<file path="src/hdl/vmul_cfg_pkg.sv">
//////////////////////////////
// vector multiply geometry
// widths, element codes and the shared vector register view
//////////////////////////////

`default_nettype none

package vmul_cfg_pkg;

  localparam int vlen          = 128;          // vector register width
  localparam int vlenb         = vlen / 8;     // byte lanes
  localparam int xlen          = 32;           // scalar register width
  localparam int rob_idx_width = 4;
  localparam int tiles         = vlenb / 4;    // 32-bit groups in the byte array
  localparam int nprod         = 4 * vlenb;    // 8x8 products, 16 per tile

  // element width codes
  localparam logic [2:0] eew8  = 3'd0;
  localparam logic [2:0] eew16 = 3'd1;
  localparam logic [2:0] eew32 = 3'd2;

  // one vector register, read per element width
  typedef union packed {
    logic [vlenb-1:0][7:0]    b;   // bytes
    logic [vlenb/2-1:0][15:0] h;   // halfwords
    logic [vlenb/4-1:0][31:0] w;   // words
  } vreg_t;

  typedef logic [vlenb-1:0] vmask_t;   // one bit per byte lane

endpackage

`default_nettype wire

</file>
<file path="src/hdl/vmul_combine.sv">
//////////////////////////////
// partial product combine
// builds 16, 32 and 64-bit element products from byte products
//////////////////////////////

`timescale 1ns/1ps
`default_nettype none

module vmul_combine
  import vmul_cfg_pkg::*;
(
  input  logic [nprod-1:0][15:0]   prod,
  input  logic                     s1_src1_signed,
  input  logic                     s1_src2_signed,
  output logic [vlenb-1:0][15:0]   full8,
  output logic [vlenb/2-1:0][31:0] full16,
  output logic [tiles-1:0][63:0]   full32
);

  function automatic logic [63:0] ext_prod(input logic [15:0] p, input logic sgn);
    return {{48{sgn & p[15]}}, p};
  endfunction

  // shifted sum of the n x n byte products of one element
  function automatic logic [63:0] sum_elem(
    input logic [nprod-1:0][15:0] pp,
    input int                     base,
    input int                     n,
    input logic                   b_sgn,
    input logic                   a_sgn
  );
    logic [63:0] acc;
    logic        sext;
    acc = '0;
    for (int y = 0; y < n; y++) begin
      for (int x = 0; x < n; x++) begin
        // only products touching a top lane can be negative
        sext = (x == n-1 && a_sgn) || (y == n-1 && b_sgn);
        acc  = acc + (ext_prod(pp[base+y*4+x], sext) << (8*(x+y)));
      end
    end
    return acc;
  endfunction

  // eew8 products sit on the tile diagonal
  always_comb begin
    for (int z = 0; z < tiles; z++) begin
      for (int j = 0; j < 4; j++) begin
        full8[z*4+j] = prod[z*16+j*5];
      end
    end
  end

  always_comb begin
    for (int k = 0; k < vlenb/2; k++) begin
      full16[k] = 32'(sum_elem(prod, (k/2)*16 + (k%2)*10, 2,
                               s1_src1_signed, s1_src2_signed));
    end
  end

  always_comb begin
    for (int z = 0; z < tiles; z++) begin
      full32[z] = sum_elem(prod, z*16, 4, s1_src1_signed, s1_src2_signed);
    end
  end

endmodule

`default_nettype wire

</file>
<file path="config.mk">
export PLATFORM = sky130hd
export DESIGN_NAME = vmul_combine
export DESIGN_NICKNAME = d
export VERILOG_FILES = /design/src/hdl/vmul_cfg_pkg.sv /design/src/hdl/vmul_combine.sv
export SDC_FILE = /design/constraint.sdc
export NUM_CORES = 2
export LEC_CHECK = 0
export BUFFER_PORTS_ARGS = -buffer_cell sky130_fd_sc_hd__buf_4
export CORE_AREA = 2 2 701 703
export DETAILED_ROUTE_END_ITERATION = 16
export DIE_AREA = 0 0 703 705
export GPL_TIMING_DRIVEN = 0
export PLACE_DENSITY = 0.34
export SLEW_MARGIN = 10
export SYNTH_ARGS = -nofsm -noshare
export SYNTH_HDL_FRONTEND = slang
export SYNTH_SLANG_ARGS = --single-unit
</file>
<file path="constraint.sdc">
create_clock -name vclk -period 22.3
set_input_delay 4.46 -clock vclk [all_inputs]
set_output_delay 4.46 -clock vclk [all_outputs]
set_load 0.02 [all_outputs]
</file>
==> implementation parameters <==
Parameter                              Value

Outcome
  Status ... finished, final reports clean

Layout
  Count of sequential standard cells ... 0
  Clock buffer count in the final layout ... 0
  Area of all sequential standard cells ... 0 um^2
  Ratio of cells with drive above 1 in the final layout ... 30.35%
  Post-synthesis to final-layout area growth ... 43.86%
  Final #Nets ... 9948

Yosys
  Cell types with the largest area share after synthesis ... sky130_fd_sc_hd__fa_1, sky130_fd_sc_hd__ha_1, sky130_fd_sc_hd__inv_1, sky130_fd_sc_hd__xnor2_1, sky130_fd_sc_hd__buf_4
  Most repeated cell in the gate-level netlist after synthesis ... sky130_fd_sc_hd__inv_1
  Combined area of all synthesized cells ... 49990 um^2
  Cell accounting for the most synthesized area ... sky130_fd_sc_hd__fa_1
  Number of different library cells in the post-synthesis netlist ... 86
  Synthesized Nets ... 8167
  Synthesized instance count ... 5443
  Mean area per synthesized cell ... 9.184 um^2
  Most frequent cells after synthesis ... sky130_fd_sc_hd__inv_1, sky130_fd_sc_hd__fa_1, sky130_fd_sc_hd__ha_1
  Sequential-to-total area share from yosys stat ... 0%
  Share of the synthesized area in the top cell type ... 37.89%
  Synth warnings ... 0

Setup path
  Largest stage delay on the critical path ... 0.76 ns
  Critical Setup Path Class ... input pin to primary output
  Critical path startpoint category ... input pin
  Standard cell with the maximum stage delay on the critical path ... sky130_fd_sc_hd__a2111oi_0
  Setup crit end kind ... primary output
  Number of gates on the worst path with buffers counted ... 44
  Arrival time reported for the critical path endpoint ... 16.87 ns
  Maximum fanout encountered on the critical timing path ... 6
  Required time worst endpoint ... 17.84 ns
  Count of buffer and inverter cells on the critical path ... 7
  Largest delay contributor family on the critical path ... compound AO/OA/AOI/OAI gates

Clocking
  # Post-CTS Setup Buffers ... 0
  Count of instances resized after the clock tree is built ... 0
  Hold-fix buffer count after cts ... 0

Timing
  Worst Setup Slack, final ... 0.9654 ns
  Slew at the pin closest to its max-slew limit ... 1.221 ns
  Max-slew violation total from the final report ... 0
  Min Hold Slack ... 9.117 ns
  Shortest clock period the worst path allows after layout ... 21.33 ns
  Setup Viol. Count Final ... 0
  Setup repair after global routing missed its margin ... no
  Rel. slew slack ... 18.63%
  Setup TNS ... 0 ns
  F_max ... 0.04687 GHz
  Count of endpoints failing hold in the final timing report ... 0
  Final critical-path share of the clock period ... 95.67%

Route
  Detailed Route WL ... 360.7 mm
  First DRT Iteration DRCs ... 2228
  Via Count ... 45580
  # DRC ... 0
  Routed vias/inst ... 3.308
  Pre-antenna DRT Iters ... 5
  Antenna-violating nets left ... 0
  Post-detailed-route wirelength per cell ... 26.19 um

Global route
  Overall overflow remaining after global route ... 0
  Global-route wire length before repair ... 462.7 mm
  Global router's overall resource usage ... 14.08%
  Number of antenna violations at the first check in global routing ... 201
  Number of global-route vias before repair ... 48390
  Pin count of the biggest net entering global routing ... 24

Floorplanning
  CORE AREA ... 488100 um^2
  Vertical die dimension ... 705 um
  Die width ... 703 um
  Num ports ... 1794
  Number of standard-cell rows in the floorplan ... 257
  Effective utilization at floorplan ... 10.24%
  Floorplan die area ... 495600 um^2

Placement
  DP Worst Slack ... 0.6411 ns
  Post-detailed-placement half-perimeter wirelength ... 345.9 mm
  Count of input and output buffers ... 1762
  Final weighted congestion of routability-driven global placement ... 0.9149

Worst hold path
  Path class of the lowest-slack min-delay path ... input pin to primary output
  Hold-critical path depth ... 2

Run
  Count of maximum capacitance violations ... 0
per-layer routing:
| layer | part of all wire (%) | track usage [%] | vias up |
|---|---|---|---|
| li1 | - | - | 21180 |
| met4 | 4.0 | 4.500 | 32 |
| met5 | 0.051 | 0 | - |
| met1 | 37 | 15.36 | 22620 |
| met3 | 5.6 | 2.696 | 391 |
| met2 | 54 | 26.95 | 1352 |
path summary, 6_finish.rpt:
check  startpoint          end  slack (ns)
max     prod[265]  full32[122]        0.97
min     prod[256]   full32[64]        9.12
cell usage in the layout, fill, tap and decap left out, types with 11 or more instances in the layout:
cell	count
sky130_fd_sc_hd__and3_1	46
sky130_fd_sc_hd__nand3_1	102
sky130_fd_sc_hd__ha_1	752
sky130_fd_sc_hd__nor3_1	48
sky130_fd_sc_hd__or3_1	15
sky130_fd_sc_hd__a21oi_1	349
sky130_fd_sc_hd__o21ai_0	150
sky130_fd_sc_hd__nand4_1	34
sky130_fd_sc_hd__diode_2	79
sky130_fd_sc_hd__nand2_1	198
sky130_fd_sc_hd__o31ai_1	14
sky130_fd_sc_hd__clkbuf_1	20
sky130_fd_sc_hd__inv_1	975
sky130_fd_sc_hd__o211ai_1	16
sky130_fd_sc_hd__o21bai_1	52
sky130_fd_sc_hd__o31a_1	13
sky130_fd_sc_hd__o21a_1	47
sky130_fd_sc_hd__and2_1	48
sky130_fd_sc_hd__nor2_1	209
sky130_fd_sc_hd__nor2b_1	42
sky130_fd_sc_hd__nand2b_1	40
sky130_fd_sc_hd__a21o_1	192
sky130_fd_sc_hd__o21ai_1	31
sky130_fd_sc_hd__or2_2	14
sky130_fd_sc_hd__a211oi_1	24
sky130_fd_sc_hd__a211o_1	15
sky130_fd_sc_hd__xor2_1	124
sky130_fd_sc_hd__xnor2_1	366
sky130_fd_sc_hd__a31oi_1	35
sky130_fd_sc_hd__fa_1	946
sky130_fd_sc_hd__buf_4	2121
sky130_fd_sc_hd__o2111ai_1	11
layout make-up:
class,instances,area (um^2)
diodes,79,197.7
fillers,56020,416200
multi-input cells,4085,43650
inverters,977,3667
repair buffers,1779,13520
plain buffers,381,2776
well taps,6475,8102
cell families after synthesis:
kind of cell             count (synthesis)  share of synthesized area (%)
AO/OA/AOI/OAI                         1058                          13.58
XOR/XNOR                               491                          8.618
adder cells (fa/ha/maj)               1698                          56.71
buffers and inverters                 1358                          12.88
multiplexers                             1                        0.02003
AND/OR/NAND/NOR                        837                          8.195
stage by stage:
step,cell area (um^2),instances,util (%)
2_1_floorplan,49990,5443,-
3_3_place_gp,71320,13680,14.61
3_5_place_dp,71710,13700,14.69
4_1_cts,71710,13700,14.69
5_1_grt,71790,13730,14.71
6_report,71910,13780,14.73
