[config.mk]
export PLATFORM = sky130hd
export DESIGN_NAME = vmul_round_sat
export DESIGN_NICKNAME = d
export VERILOG_FILES = /design/src/hdl/vmul_cfg_pkg.sv /design/src/hdl/vmul_op_pkg.sv /design/src/hdl/vmul_round_sat.sv
export SDC_FILE = /design/constraint.sdc
export NUM_CORES = 1
export LEC_CHECK = 0
export BUFFER_PORTS_ARGS = -buffer_cell sky130_fd_sc_hd__buf_4
export CELL_PAD_IN_SITES_DETAIL_PLACEMENT = 1
export CELL_PAD_IN_SITES_GLOBAL_PLACEMENT = 1
export CORE_AREA = 2 2 357 359
export DETAILED_ROUTE_END_ITERATION = 7
export DIE_AREA = 0 0 359 361
export MAX_ROUTING_LAYER = met4
export PLACE_DENSITY_LB_ADDON = 0.1
export SLEW_MARGIN = 15
export SYNTH_ARGS = -nofsm -noshare
export SYNTH_HDL_FRONTEND = slang
export SYNTH_SLANG_ARGS = --single-unit
[constraint.sdc]
create_clock -name vclk -period 8.6
set_clock_uncertainty 0.1 [all_clocks]
set_input_delay 0.86 -clock vclk [all_inputs]
set_output_delay 0.86 -clock vclk [all_outputs]
set_load 0.02 [all_outputs]
[src/hdl/vmul_cfg_pkg.sv]
//////////////////////////////
// vector multiply geometry
// widths, element codes and the shared vector register view
//////////////////////////////

`default_nettype none

package vmul_cfg_pkg;

  localparam int vlen          = 128;          // vector register width
  localparam int vlenb         = vlen / 8;     // byte lanes
  localparam int xlen          = 32;           // scalar register width
  localparam int rob_idx_width = 4;
  localparam int tiles         = vlenb / 4;    // 32-bit groups in the byte array
  localparam int nprod         = 4 * vlenb;    // 8x8 products, 16 per tile

  // element width codes
  localparam logic [2:0] eew8  = 3'd0;
  localparam logic [2:0] eew16 = 3'd1;
  localparam logic [2:0] eew32 = 3'd2;

  // one vector register, read per element width
  typedef union packed {
    logic [vlenb-1:0][7:0]    b;   // bytes
    logic [vlenb/2-1:0][15:0] h;   // halfwords
    logic [vlenb/4-1:0][31:0] w;   // words
  } vreg_t;

  typedef logic [vlenb-1:0] vmask_t;   // one bit per byte lane

endpackage

`default_nettype wire

[src/hdl/vmul_op_pkg.sv]
//////////////////////////////
// vector multiply opcodes
// funct3/funct6 values, vxrm codes and uop control bits
//////////////////////////////

`default_nettype none

package vmul_op_pkg;

  // funct3 classes
  localparam logic [2:0] opivv = 3'b000;
  localparam logic [2:0] opivx = 3'b100;
  localparam logic [2:0] opmvv = 3'b010;
  localparam logic [2:0] opmvx = 3'b110;

  // funct6 codes, opm class except vsmul
  localparam logic [5:0] f6_vmul    = 6'b100101;
  localparam logic [5:0] f6_vmulh   = 6'b100111;
  localparam logic [5:0] f6_vmulhu  = 6'b100100;
  localparam logic [5:0] f6_vmulhsu = 6'b100110;
  localparam logic [5:0] f6_vsmul   = 6'b100111;   // opi class

  // fixed-point rounding modes
  localparam logic [1:0] vxrm_rnu = 2'd0;   // round to nearest up
  localparam logic [1:0] vxrm_rne = 2'd1;   // round to nearest even
  localparam logic [1:0] vxrm_rdn = 2'd2;   // truncate
  localparam logic [1:0] vxrm_rod = 2'd3;   // round to odd

  // bit positions in the decoded control word
  localparam int ctl_src1_signed = 0;   // operand b (vs1/rs1)
  localparam int ctl_src2_signed = 1;   // operand a (vs2)
  localparam int ctl_keep_low    = 2;
  localparam int ctl_is_vsmul    = 3;
  localparam int ctl_width       = 4;

endpackage

`default_nettype wire

[src/hdl/vmul_round_sat.sv]
//////////////////////////////
// result select, rounding and saturation
// picks low/high half or the vsmul value per width
//////////////////////////////

`timescale 1ns/1ps
`default_nettype none

module vmul_round_sat
  import vmul_cfg_pkg::*, vmul_op_pkg::*;
(
  input  logic [vlenb-1:0][15:0]   full8,
  input  logic [vlenb/2-1:0][31:0] full16,
  input  logic [tiles-1:0][63:0]   full32,
  input  logic [2:0]               s1_eew,
  input  logic [1:0]               s1_vxrm,
  input  logic                     s1_keep_low,
  input  logic                     s1_is_vsmul,
  output vreg_t                    rslt_data,
  output vmask_t                   rslt_vxsat
);

  vreg_t  res8;
  vreg_t  res16;
  vreg_t  res32;
  vmask_t sat8;
  vmask_t sat16;
  vmask_t sat32;

  // one element of width w from its 2w-bit product, {sat, value}
  function automatic logic [32:0] elem_rslt(
    input logic [63:0] p,
    input int          w,
    input logic [1:0]  vxrm,
    input logic        keep_low,
    input logic        is_vsmul
  );
    logic [63:0] mask;
    logic [63:0] kept;
    logic        lsb;
    logic        top;
    logic        rest;
    logic        incr;
    logic        sat;
    mask = (64'd1 << w) - 64'd1;
    kept = (p >> (w-1)) & mask;          // product >> (w-1)
    lsb  = p[w-1];
    top  = p[w-2];                       // first discarded bit
    rest = |(p & (mask >> 2));           // remaining discarded bits
    // only min * min reaches 2^(2w-2)
    sat  = is_vsmul && (((p >> (2*w-2)) & 64'd3) == 64'd1);
    incr = 1'b0;
    case (vxrm)
      vxrm_rnu: incr = top;
      vxrm_rne: incr = top & (rest | lsb);
      vxrm_rdn: incr = 1'b0;
      vxrm_rod: incr = ~lsb & (top | rest);
    endcase
    if (sat) begin
      return {1'b1, 32'(mask >> 1)};     // largest positive
    end
    if (is_vsmul) begin
      return {1'b0, 32'(kept + 64'(incr))};
    end
    if (keep_low) begin
      return {1'b0, 32'(p & mask)};
    end
    return {1'b0, 32'((p >> w) & mask)};
  endfunction

  always_comb begin
    logic [32:0] r;
    res8  = '0;
    res16 = '0;
    res32 = '0;
    sat8  = '0;
    sat16 = '0;
    sat32 = '0;
    for (int i = 0; i < vlenb; i++) begin
      r          = elem_rslt({48'b0, full8[i]}, 8, s1_vxrm, s1_keep_low, s1_is_vsmul);
      res8.b[i]  = r[7:0];
      sat8[i]    = r[32];
    end
    for (int i = 0; i < vlenb/2; i++) begin
      r          = elem_rslt({32'b0, full16[i]}, 16, s1_vxrm, s1_keep_low, s1_is_vsmul);
      res16.h[i] = r[15:0];
      sat16[2*i+1] = r[32];              // msb lane of the halfword
    end
    for (int i = 0; i < tiles; i++) begin
      r          = elem_rslt(full32[i], 32, s1_vxrm, s1_keep_low, s1_is_vsmul);
      res32.w[i] = r[31:0];
      sat32[4*i+3] = r[32];              // msb lane of the word
    end
  end

  //////////////////////////////
  // width select
  always_comb begin
    case (s1_eew)
      eew8: begin
        rslt_data  = res8;
        rslt_vxsat = sat8;
      end
      eew16: begin
        rslt_data  = res16;
        rslt_vxsat = sat16;
      end
      eew32: begin
        rslt_data  = res32;
        rslt_vxsat = sat32;
      end
      default: begin
        rslt_data  = '0;
        rslt_vxsat = '0;
      end
    endcase
  end

endmodule

`default_nettype wire

==> results.py <==
metrics = {
    "drt": {
        "met1Wirelength_um": 66900,
        "drc": 0,
        "wl_met2_um": 79700,
        "ant_nets": 0,
        "drtIter0Drc": 1370,
        "routed_wl_um": 155000,
        "drt-pass1-iter-count": 5,
        "wl_per_cell_um": 30.1,
        "num_vias": 25500,
        "top_layer": "met4",
        "dr_wl_met3_um": 6470,
        "viasPerCell": 4.93,
    },
    "sta": {
        "fmax_mhz": 163,
        "setup_slack_ps": 2460,
        "finalSetupTns_ps": 0,
        "finalHoldViolations": 0,
        "finalMaxSlewViolations": 0,
        "worstMarginPinSlew_ps": 1100,
        "finalSetupViolations": 0,
        "rsz0062_at_grt": "no",
        "slew_headroom_pct": 26.6,
        "finalCritPeriodShare_pct": 71.3,
        "period_minus_slack_ps": 6140,
    },
    "setup_path": {
        "crit_fanout": 29,
        "crit_path_start": "s1_vxrm[1]",
        "crit_path_start_kind": "input port",
        "cp_top_family": "buffers and inverters",
        "cpPeakStageDelay_ps": 490,
        "path_common_cell": "buf_4",
        "critPathSlowestCell": "o21ai_0",
        "critPathRequiredTime_ps": 7640,
        "critical_path_class": "input port to output pin",
        "crit_path_end_kind": "output pin",
        "crit_arrival_ps": 5180,
        "crit_path_cell_trace": "buf_4 > inv_2 > buf_4 > a21oi_1 > ha_1 > ha_1 > nand3_1 > nor3_4 > nand4_1 > xnor2_1 > o21ai_0 > o221ai_1 > buf_4",
        "worst-path-buf-inv": 4,
    },
    "flow_run": {
        "maxCapViolCount": 0,
    },
    "global_route": {
        "grt.overflow.total": 0,
        "grt_usage_pct": 23.3,
        "grt_max_degree": 80,
        "grt_pass1_wl_um": 215000,
        "grt_pass1_vias": 27400,
        "antenna_found_initial": 44,
    },
    "logic_synthesis": {
        "synth.yosys.warnings": 0,
        "synth_area_sq_um": 18100,
        "synth_top_area_share_pct": 16.4,
        "synth_nets": 3531,
        "synthTopCellsByArea": "mux2i_1 (16%), xnor2_1 (7.0%), o21ai_0 (6.9%)",
        "synth_most_common_cell": "mux2i_1",
        "yosysUniqueCellTypes": 72,
        "synth_largest_area_cell": "mux2i_1",
        "yosys-top-cells-count": "mux2i_1 (296), o21ai_0 (249), a21oi_1 (211)",
        "syn_area_per_cell_sq_um": 6.69,
        "ys_seq_area_share_pct": 0,
        "netlist_instances": 2699,
    },
    "floorplan": {
        "die_area_sq_um": 130000,
        "chipWidth_um": 359,
        "initial_core_util_pct": 14.4,
        "rows": 130,
        "die_h_um": 361,
        "num_io_pins": 919,
        "core_area_sq_um": 125000,
    },
    "layout": {
        "instances_no_fill": 5166,
        "nets": 4310,
        "clockBufferCount": 0,
        "layout-drive-gt1-share_pct": 30.9,
        "area_growth_pct": 48.2,
        "seq_area_sq_um": 0,
        "seq_cells": 0,
        "design_area_sq_um": 26800,
    },
    "run_status": {
        "status": "finished clean",
    },
    "place": {
        "placed_area_sq_um": 26700,
        "preCtsSetupSlack_ps": 2390,
        "post-dp-hpwl_um": 129000,
        "place_congestion": 0.886,
        "port-buffer-count": 919,
        "dp_cells": 5126,
    },
    "power_and_ir_drop": {
        "p_clk_share_pct": 0,
        "p_leak_nw": 11.3,
        "p_sw_mw": 0.820,
        "combPwrFrac_pct": 100.0,
        "power.total_mw": 1.41,
        "pwr-share-seq_pct": 0,
        "switching_share_pct": 58.2,
        "powerDensity_nw_per_um2": 52.6,
        "peakVddDrop_mv": 0.0222,
        "internal_power_mw": 0.588,
    },
    "clock_tree": {
        "postCtsResizedCells": 0,
        "post_cts_buffers": 0,
        "ctsHoldBuffers": 0,
    },
    "hold_path": {
        "hold_start": "full8[206]",
        "min_path_type": "input port to output pin",
    },
}
[per-stage QoR]
stage                     util [%]  hold WS (ps)
final                         21.3          2060
after global routing          21.3          2080
after CTS                     21.3          2060
after detailed placement      21.3          2060
after global placement        21.3          2050
after floorplan                  -          1790
[cell type report]
cell class / instances / area (sq um)
fill: 15400 / 98600
timing repair buffer: 960 / 7250
inverter: 33 / 131
tap: 1650 / 2060
antenna: 40 / 100
multi-input combinational: 2483 / 17200
[power by group through the flow]
stage                 clock, mW  combinational (mW)  sequential [mW]
floorplan                     0               0.596                0
global placement              0                1.42                0
detailed placement            0                1.41                0
CTS                           0                1.42                0
global route        0.000000593                1.50                0
finish              0.000000591                1.41                0
[placed cells by master (no fill, tap or decap), types with 87 or more instances in the layout]
cell type	n
o22ai_1	87
o21ai_0	249
nand2_1	170
xor2_1	133
a21oi_1	211
nand3_1	193
nor2_1	134
mux2i_1	296
buf_4	956
xnor2_1	144
[kinds of logic (layout without fill, tap and decap cells)]
kind of cell               after synthesis  count (layout)  share of synthesized area, %
other                                    0              40                             0
muxes                                  378             378                          21.6
adders and majority gates               57              57                          3.95
buffers and inverters                  216             993                          4.95
AOI/OAI and AO/OA                      798             798                          27.2
and+or+nand+nor                        973             973                          28.8
xor gates and xnor gates               277             277                          13.4
[worst min-delay path: stages]
cell      delay, ps
buf_4           130
nand2b_1         80
nor2_1           70
buf_4           160
[metal layers]
layer  up-vias  global-route usage (%)
met1     12700                    27.8
li1      12000                       -
met3        65                    3.03
met4         0                    3.52
met5         -                       -
met2       708                    42.2
[final timing paths]
check | end | slack [ps] | depth (start not counted)
setup / recovery | rslt_data[82] | 2460 | 13
hold / removal | rslt_vxsat[12] | 2060 | 4
Note: power is estimated with default switching activity, not from simulation.
