$ cat src/hdl/vmul_cfg_pkg.sv
//////////////////////////////
// vector multiply geometry
// widths, element codes and the shared vector register view
//////////////////////////////

`default_nettype none

package vmul_cfg_pkg;

  localparam int vlen          = 128;          // vector register width
  localparam int vlenb         = vlen / 8;     // byte lanes
  localparam int xlen          = 32;           // scalar register width
  localparam int rob_idx_width = 4;
  localparam int tiles         = vlenb / 4;    // 32-bit groups in the byte array
  localparam int nprod         = 4 * vlenb;    // 8x8 products, 16 per tile

  // element width codes
  localparam logic [2:0] eew8  = 3'd0;
  localparam logic [2:0] eew16 = 3'd1;
  localparam logic [2:0] eew32 = 3'd2;

  // one vector register, read per element width
  typedef union packed {
    logic [vlenb-1:0][7:0]    b;   // bytes
    logic [vlenb/2-1:0][15:0] h;   // halfwords
    logic [vlenb/4-1:0][31:0] w;   // words
  } vreg_t;

  typedef logic [vlenb-1:0] vmask_t;   // one bit per byte lane

endpackage

`default_nettype wire

$ cat src/hdl/vmul_op_pkg.sv
//////////////////////////////
// vector multiply opcodes
// funct3/funct6 values, vxrm codes and uop control bits
//////////////////////////////

`default_nettype none

package vmul_op_pkg;

  // funct3 classes
  localparam logic [2:0] opivv = 3'b000;
  localparam logic [2:0] opivx = 3'b100;
  localparam logic [2:0] opmvv = 3'b010;
  localparam logic [2:0] opmvx = 3'b110;

  // funct6 codes, opm class except vsmul
  localparam logic [5:0] f6_vmul    = 6'b100101;
  localparam logic [5:0] f6_vmulh   = 6'b100111;
  localparam logic [5:0] f6_vmulhu  = 6'b100100;
  localparam logic [5:0] f6_vmulhsu = 6'b100110;
  localparam logic [5:0] f6_vsmul   = 6'b100111;   // opi class

  // fixed-point rounding modes
  localparam logic [1:0] vxrm_rnu = 2'd0;   // round to nearest up
  localparam logic [1:0] vxrm_rne = 2'd1;   // round to nearest even
  localparam logic [1:0] vxrm_rdn = 2'd2;   // truncate
  localparam logic [1:0] vxrm_rod = 2'd3;   // round to odd

  // bit positions in the decoded control word
  localparam int ctl_src1_signed = 0;   // operand b (vs1/rs1)
  localparam int ctl_src2_signed = 1;   // operand a (vs2)
  localparam int ctl_keep_low    = 2;
  localparam int ctl_is_vsmul    = 3;
  localparam int ctl_width       = 4;

endpackage

`default_nettype wire

$ cat src/hdl/vmul_issue.sv
//////////////////////////////
// multiply issue stage
// decodes the uop, builds the byte operands and registers
// the controls for stage 1
//////////////////////////////

`timescale 1ns/1ps
`default_nettype none

module vmul_issue
  import vmul_cfg_pkg::*, vmul_op_pkg::*;
(
  input  logic                     clk,
  input  logic                     reset,
  input  logic                     uop_valid,
  input  logic [2:0]               uop_funct3,
  input  logic [5:0]               uop_funct6,
  input  logic [1:0]               uop_vxrm,
  input  logic [2:0]               uop_eew,
  input  logic [rob_idx_width-1:0] uop_rob_entry,
  input  vreg_t                    vs1_data,
  input  logic                     vs1_valid,
  input  vreg_t                    vs2_data,
  input  logic                     vs2_valid,
  input  logic [xlen-1:0]          rs1_data,
  input  logic                     rs1_valid,
  output vreg_t                    opa,
  output vreg_t                    opb,
  output vmask_t                   opa_signed,
  output vmask_t                   opb_signed,
  output logic                     s1_valid,
  output logic [rob_idx_width-1:0] s1_rob_entry,
  output logic [2:0]               s1_eew,
  output logic [1:0]               s1_vxrm,
  output logic                     s1_src1_signed,
  output logic                     s1_src2_signed,
  output logic                     s1_keep_low,
  output logic                     s1_is_vsmul
);

  logic                 op_ok;       // funct3 is a multiply class
  logic                 is_vx;       // b comes from rs1
  logic [ctl_width-1:0] ctl;
  vreg_t                vec_b;
  logic [xlen-1:0]      scl_b;
  logic                 width_ok;
  logic [1:0]           lane_mask;   // byte index within an element

  //////////////////////////////
  // opcode decode
  always_comb begin
    op_ok = 1'b0;
    is_vx = 1'b0;
    ctl   = '0;
    if (uop_valid) begin
      case (uop_funct3)
        opmvv, opmvx: begin
          op_ok = 1'b1;
          is_vx = (uop_funct3 == opmvx);
          case (uop_funct6)
            f6_vmulh: begin
              ctl[ctl_src1_signed] = 1'b1;
              ctl[ctl_src2_signed] = 1'b1;
            end
            f6_vmulhu:  ctl = '0;                      // both unsigned
            f6_vmulhsu: ctl[ctl_src2_signed] = 1'b1;   // a signed only
            default: begin                             // vmul and unknown codes
              ctl[ctl_src1_signed] = 1'b1;
              ctl[ctl_src2_signed] = 1'b1;
              ctl[ctl_keep_low]    = 1'b1;
            end
          endcase
        end
        opivv, opivx: begin                            // vsmul whatever funct6
          op_ok = 1'b1;
          is_vx = (uop_funct3 == opivx);
          ctl[ctl_src1_signed] = 1'b1;
          ctl[ctl_src2_signed] = 1'b1;
          ctl[ctl_is_vsmul]    = 1'b1;
        end
        default: op_ok = 1'b0;
      endcase
    end
  end

  // a source with no valid data reads as zero
  assign opa   = (op_ok && vs2_valid) ? vs2_data : '0;
  assign vec_b = (op_ok && vs1_valid) ? vs1_data : '0;
  assign scl_b = (op_ok && rs1_valid) ? rs1_data : '0;

  always_comb begin
    width_ok  = 1'b1;
    lane_mask = 2'd0;
    case (uop_eew)
      eew8:    lane_mask = 2'd0;
      eew16:   lane_mask = 2'd1;
      eew32:   lane_mask = 2'd3;
      default: width_ok  = 1'b0;   // reserved, result reads zero
    endcase
  end

  // scalar splat and per-lane sign flags
  always_comb begin
    opb        = vec_b;
    opa_signed = '0;
    opb_signed = '0;
    for (int i = 0; i < vlenb; i++) begin
      if (width_ok) begin
        if (is_vx) begin
          opb.b[i] = scl_b[8*(2'(i) & lane_mask) +: 8];
        end
        if ((2'(i) & lane_mask) == lane_mask) begin   // top byte of the element
          opa_signed[i] = ctl[ctl_src2_signed];
          opb_signed[i] = ctl[ctl_src1_signed];
        end
      end
    end
  end

  //////////////////////////////
  // stage 1 control registers
  always_ff @(posedge clk) begin
    if (reset) begin
      s1_valid       <= 1'b0;
      s1_rob_entry   <= '0;
      s1_eew         <= '0;
      s1_vxrm        <= '0;
      s1_src1_signed <= 1'b0;
      s1_src2_signed <= 1'b0;
      s1_keep_low    <= 1'b0;
      s1_is_vsmul    <= 1'b0;
    end else begin
      s1_valid       <= uop_valid;
      s1_rob_entry   <= uop_rob_entry;
      s1_eew         <= uop_eew;
      s1_vxrm        <= uop_vxrm;
      s1_src1_signed <= ctl[ctl_src1_signed];
      s1_src2_signed <= ctl[ctl_src2_signed];
      s1_keep_low    <= ctl[ctl_keep_low];
      s1_is_vsmul    <= ctl[ctl_is_vsmul];
    end
  end

endmodule

`default_nettype wire

$ cat config.mk
export PLATFORM = sky130hd
export DESIGN_NAME = vmul_issue
export DESIGN_NICKNAME = d
export VERILOG_FILES = /design/src/hdl/vmul_cfg_pkg.sv /design/src/hdl/vmul_op_pkg.sv /design/src/hdl/vmul_issue.sv
export SDC_FILE = /design/constraint.sdc
export NUM_CORES = 1
export LEC_CHECK = 0
export BUFFER_PORTS_ARGS = -buffer_cell sky130_fd_sc_hd__buf_2
export CAP_MARGIN = 25
export CORE_AREA = 2 2 238 240
export DETAILED_ROUTE_END_ITERATION = 16
export DIE_AREA = 0 0 240 242
export HOLD_SLACK_MARGIN = 0.15
export PLACE_DENSITY_LB_ADDON = 0.25
export SKIP_CTS_REPAIR_TIMING = 1
export SYNTH_ARGS = -nofsm -noshare
export SYNTH_HDL_FRONTEND = slang
export SYNTH_SLANG_ARGS = --single-unit
$ cat constraint.sdc
create_clock -name clk -period 1.53 [get_ports clk]
set_clock_uncertainty 0.1 [all_clocks]
set_input_delay 0.0765 -clock clk [delete_from_list [all_inputs] [get_ports clk]]
set_output_delay 0.0765 -clock clk [all_outputs]
set_load 0.02 [all_outputs]
==> run summary <==
Syn. warnings: 0
Main synth FF type: dfxtp_1
# nets final: 1519
CTS tree: done
DR WL/cell: 18.4 um
Sw Share: 42.8%
Post-synth EDFFs: 0
Highest net fanout along the worst path: 8
Synth Net Count: 841
CP Launch Type: input port
Share of cells above drive strength 1: 71.6%
Power share of the clock group: 16.4%
Gr ovfl total: 0
Unrepaired setup endpoints after global routing: yes
Core Area: 55700 um^2
Cell Area, Synth: 3820 um^2
Num CTS Buffers: 3
Peak VDD IR: 0.340 mV
Required time of the critical path: 1350 ps
Synthesis-to-finish area growth: 184%
Max_slew headroom: 78.1%
DR DRC count: 0
Via density: 3.69
Die width: 240 um
Routed via count: 7246
Area post-placement: 8580 um^2
Final GP Congestion: 0.939
Sink Count: 14
Leakage power: 5.66 nW
Die height: 242 um
Slew @ Worst Pin: 327 ps
Cell Rows: 87
CP max stage delay: 250 ps
Fin crit share: 114%
Final setup vio count: 130
Post-Route WL: 36200 um
Design Area, Final: 10900 um^2
Pin count of the biggest net entering global routing: 78
Reg power frac: 11.2%
Initial antenna violation count: 3
Synth Area per Inst: 7.23 um^2
Seq/Total Area, Yosys: 7.33%
Global-route wire length before repair: 46000 um
Initial Utilization: 6.86%
Switching pwr: 1.48 mW
Fin. max-slew vios: 0
Total internal power: 1.98 mW
Post-synthesis cell type count: 38
Run status: complete, but fails checks
DIE AREA: 58100 um^2
Crit Path Class: input port to output port
Clock Tree Root: clkbuf_16
IO buf count: 613
Final Total Pwr: 3.46 mW
Gr usage total: 10.6%
Hold Fails Final Rpt: 0
Crit-path most repeated cell: buf_6
Min Tclk post-route: 1750 ps
Min-Delay Path Class: input port to register
Vias in the first global route: 6587
Failing checks: negative setup slack
Post-synthesis cell count: 529
Slowest cell on the critical path: and3b_2
Ant. Diodes: 0
Crit-path cells: buf_8 -> buf_6 -> and3b_2 -> a21boi_4 -> buf_6 -> clkbuf_16 -> clkbuf_16 -> o2bb2ai_4 -> buf_6
Pwr dens: 318 nW/um^2
Setup total negative slack: -19030 ps
H-tree depth: 1
Post-DP HPWL: 29100 um
Synth async-reset ratio: 0%
Max Fclk: 572 MHz
Critical path arrival: 1570 ps
Max cap viols: 0
Clock-pin slew on the worst setup and hold paths: 50 ps
Fin worst setup slack: -219 ps
1st-iter DRT viols: 300
Post-route ant nets: 0
Post-synthesis register bit count: 14
Maximum clock path buffer count: 2
Number of iterations in the first detailed-routing pass: 4
I/O pin total: 614
CP Capture Type: output port
Comb power frac: 72.4%
WHS: 115 ps
routing by layer:
layer	wire, um	vias up	global-route usage, %
met5	38	-	0
met4	250	6	0.658
met3	2180	24	2.31
met2	17200	269	17.7
met1	16600	3502	14.5
li1	-	3445	-
synth_stat cells (all sizes together) (8+ instances only):
library cell  number  area [um^2]
o2bb2ai           64          561
nand2              9         33.8
and3             128          801
nor3b              9         67.6
or4                8         90.1
a22o              32          280
o211ai            56          420
nor3              15         75.1
dfxtp             14          280
and4b              8         80.1
mux2i              8         80.1
o21bai             8         60.1
clkbuf            54          203
o2111ai            8         70.1
o32a               8         80.1
nor2b             18          115
buf               49          308
registers in the layout, indices dropped and copies added (netlist names):
name	count
s1_eew	3
s1_is_vsmul	1
s1_keep_low	1
s1_rob_entry	4
s1_src1_signed	1
s1_src2_signed	1
s1_valid	1
s1_vxrm	2
placed cells by master (no fill, tap or decap), types with 20 or more instances in the layout:
cell       count
buf_2        456
buf_4        165
and3_1       123
buf_6         91
o211ai_1      56
a22o_1        29
buf_12        27
o2bb2ai_1     22
o2bb2ai_4     22
o2bb2ai_2     20
power by group through the flow:
stage | combinational, mW | clock, mW | sequential, mW
final | 2.50 | 0.569 | 0.386
after global routing | 2.67 | 0.607 | 0.388
after CTS | 2.02 | 0.599 | 0.386
after detailed placement | 2.01 | 0 | 0.394
after global placement | 2.01 | 0 | 0.394
after floorplan | 0.856 | 0 | 0.417
cell type report:
type	count	area, um^2
timing repair buffer	776	5710
tap	756	946
inverter	8	30.0
multi-input combinational	404	3810
sequential	14	280
clock buffer	4	88.8
fill	6364	44900
metrics by stage:
stage | instances | util [%] | setup WS [ps]
2_1_floorplan | 529 | - | -39.0
3_3_place_gp | 1914 | 15.4 | -274
3_5_place_dp | 1914 | 15.4 | -288
4_1_cts | 1918 | 15.5 | -299
5_1_grt | 1962 | 19.5 | -298
6_report | 1962 | 19.5 | -219
cell families (layout without fill, tap and decap cells):
group	count (synthesis)	in the layout	synth area share, %
AO/OA/AOI/OAI	186	186	40.6
XOR/XNOR	1	1	0.426
buffers and inverters	111	788	14.1
flip-flops	14	14	7.33
multiplexers	8	8	2.10
AND/OR/NAND/NOR	209	209	35.4
worst max-delay path, delay by kind of cell:
family	cells	cell delay [ps]
simple gates	1	250
compound gates	2	370
buf+inv	6	870
final timing paths:
| kind | from | to | slack [ps] | cells after the start |
|---|---|---|---|---|
| worst max-delay path | uop_funct3[0] | opb[82] | -220 | 9 |
| worst min-delay path | reset | s1_rob_entry[0] | 120 | 2 |
Power figures use the tool's default switching activity.
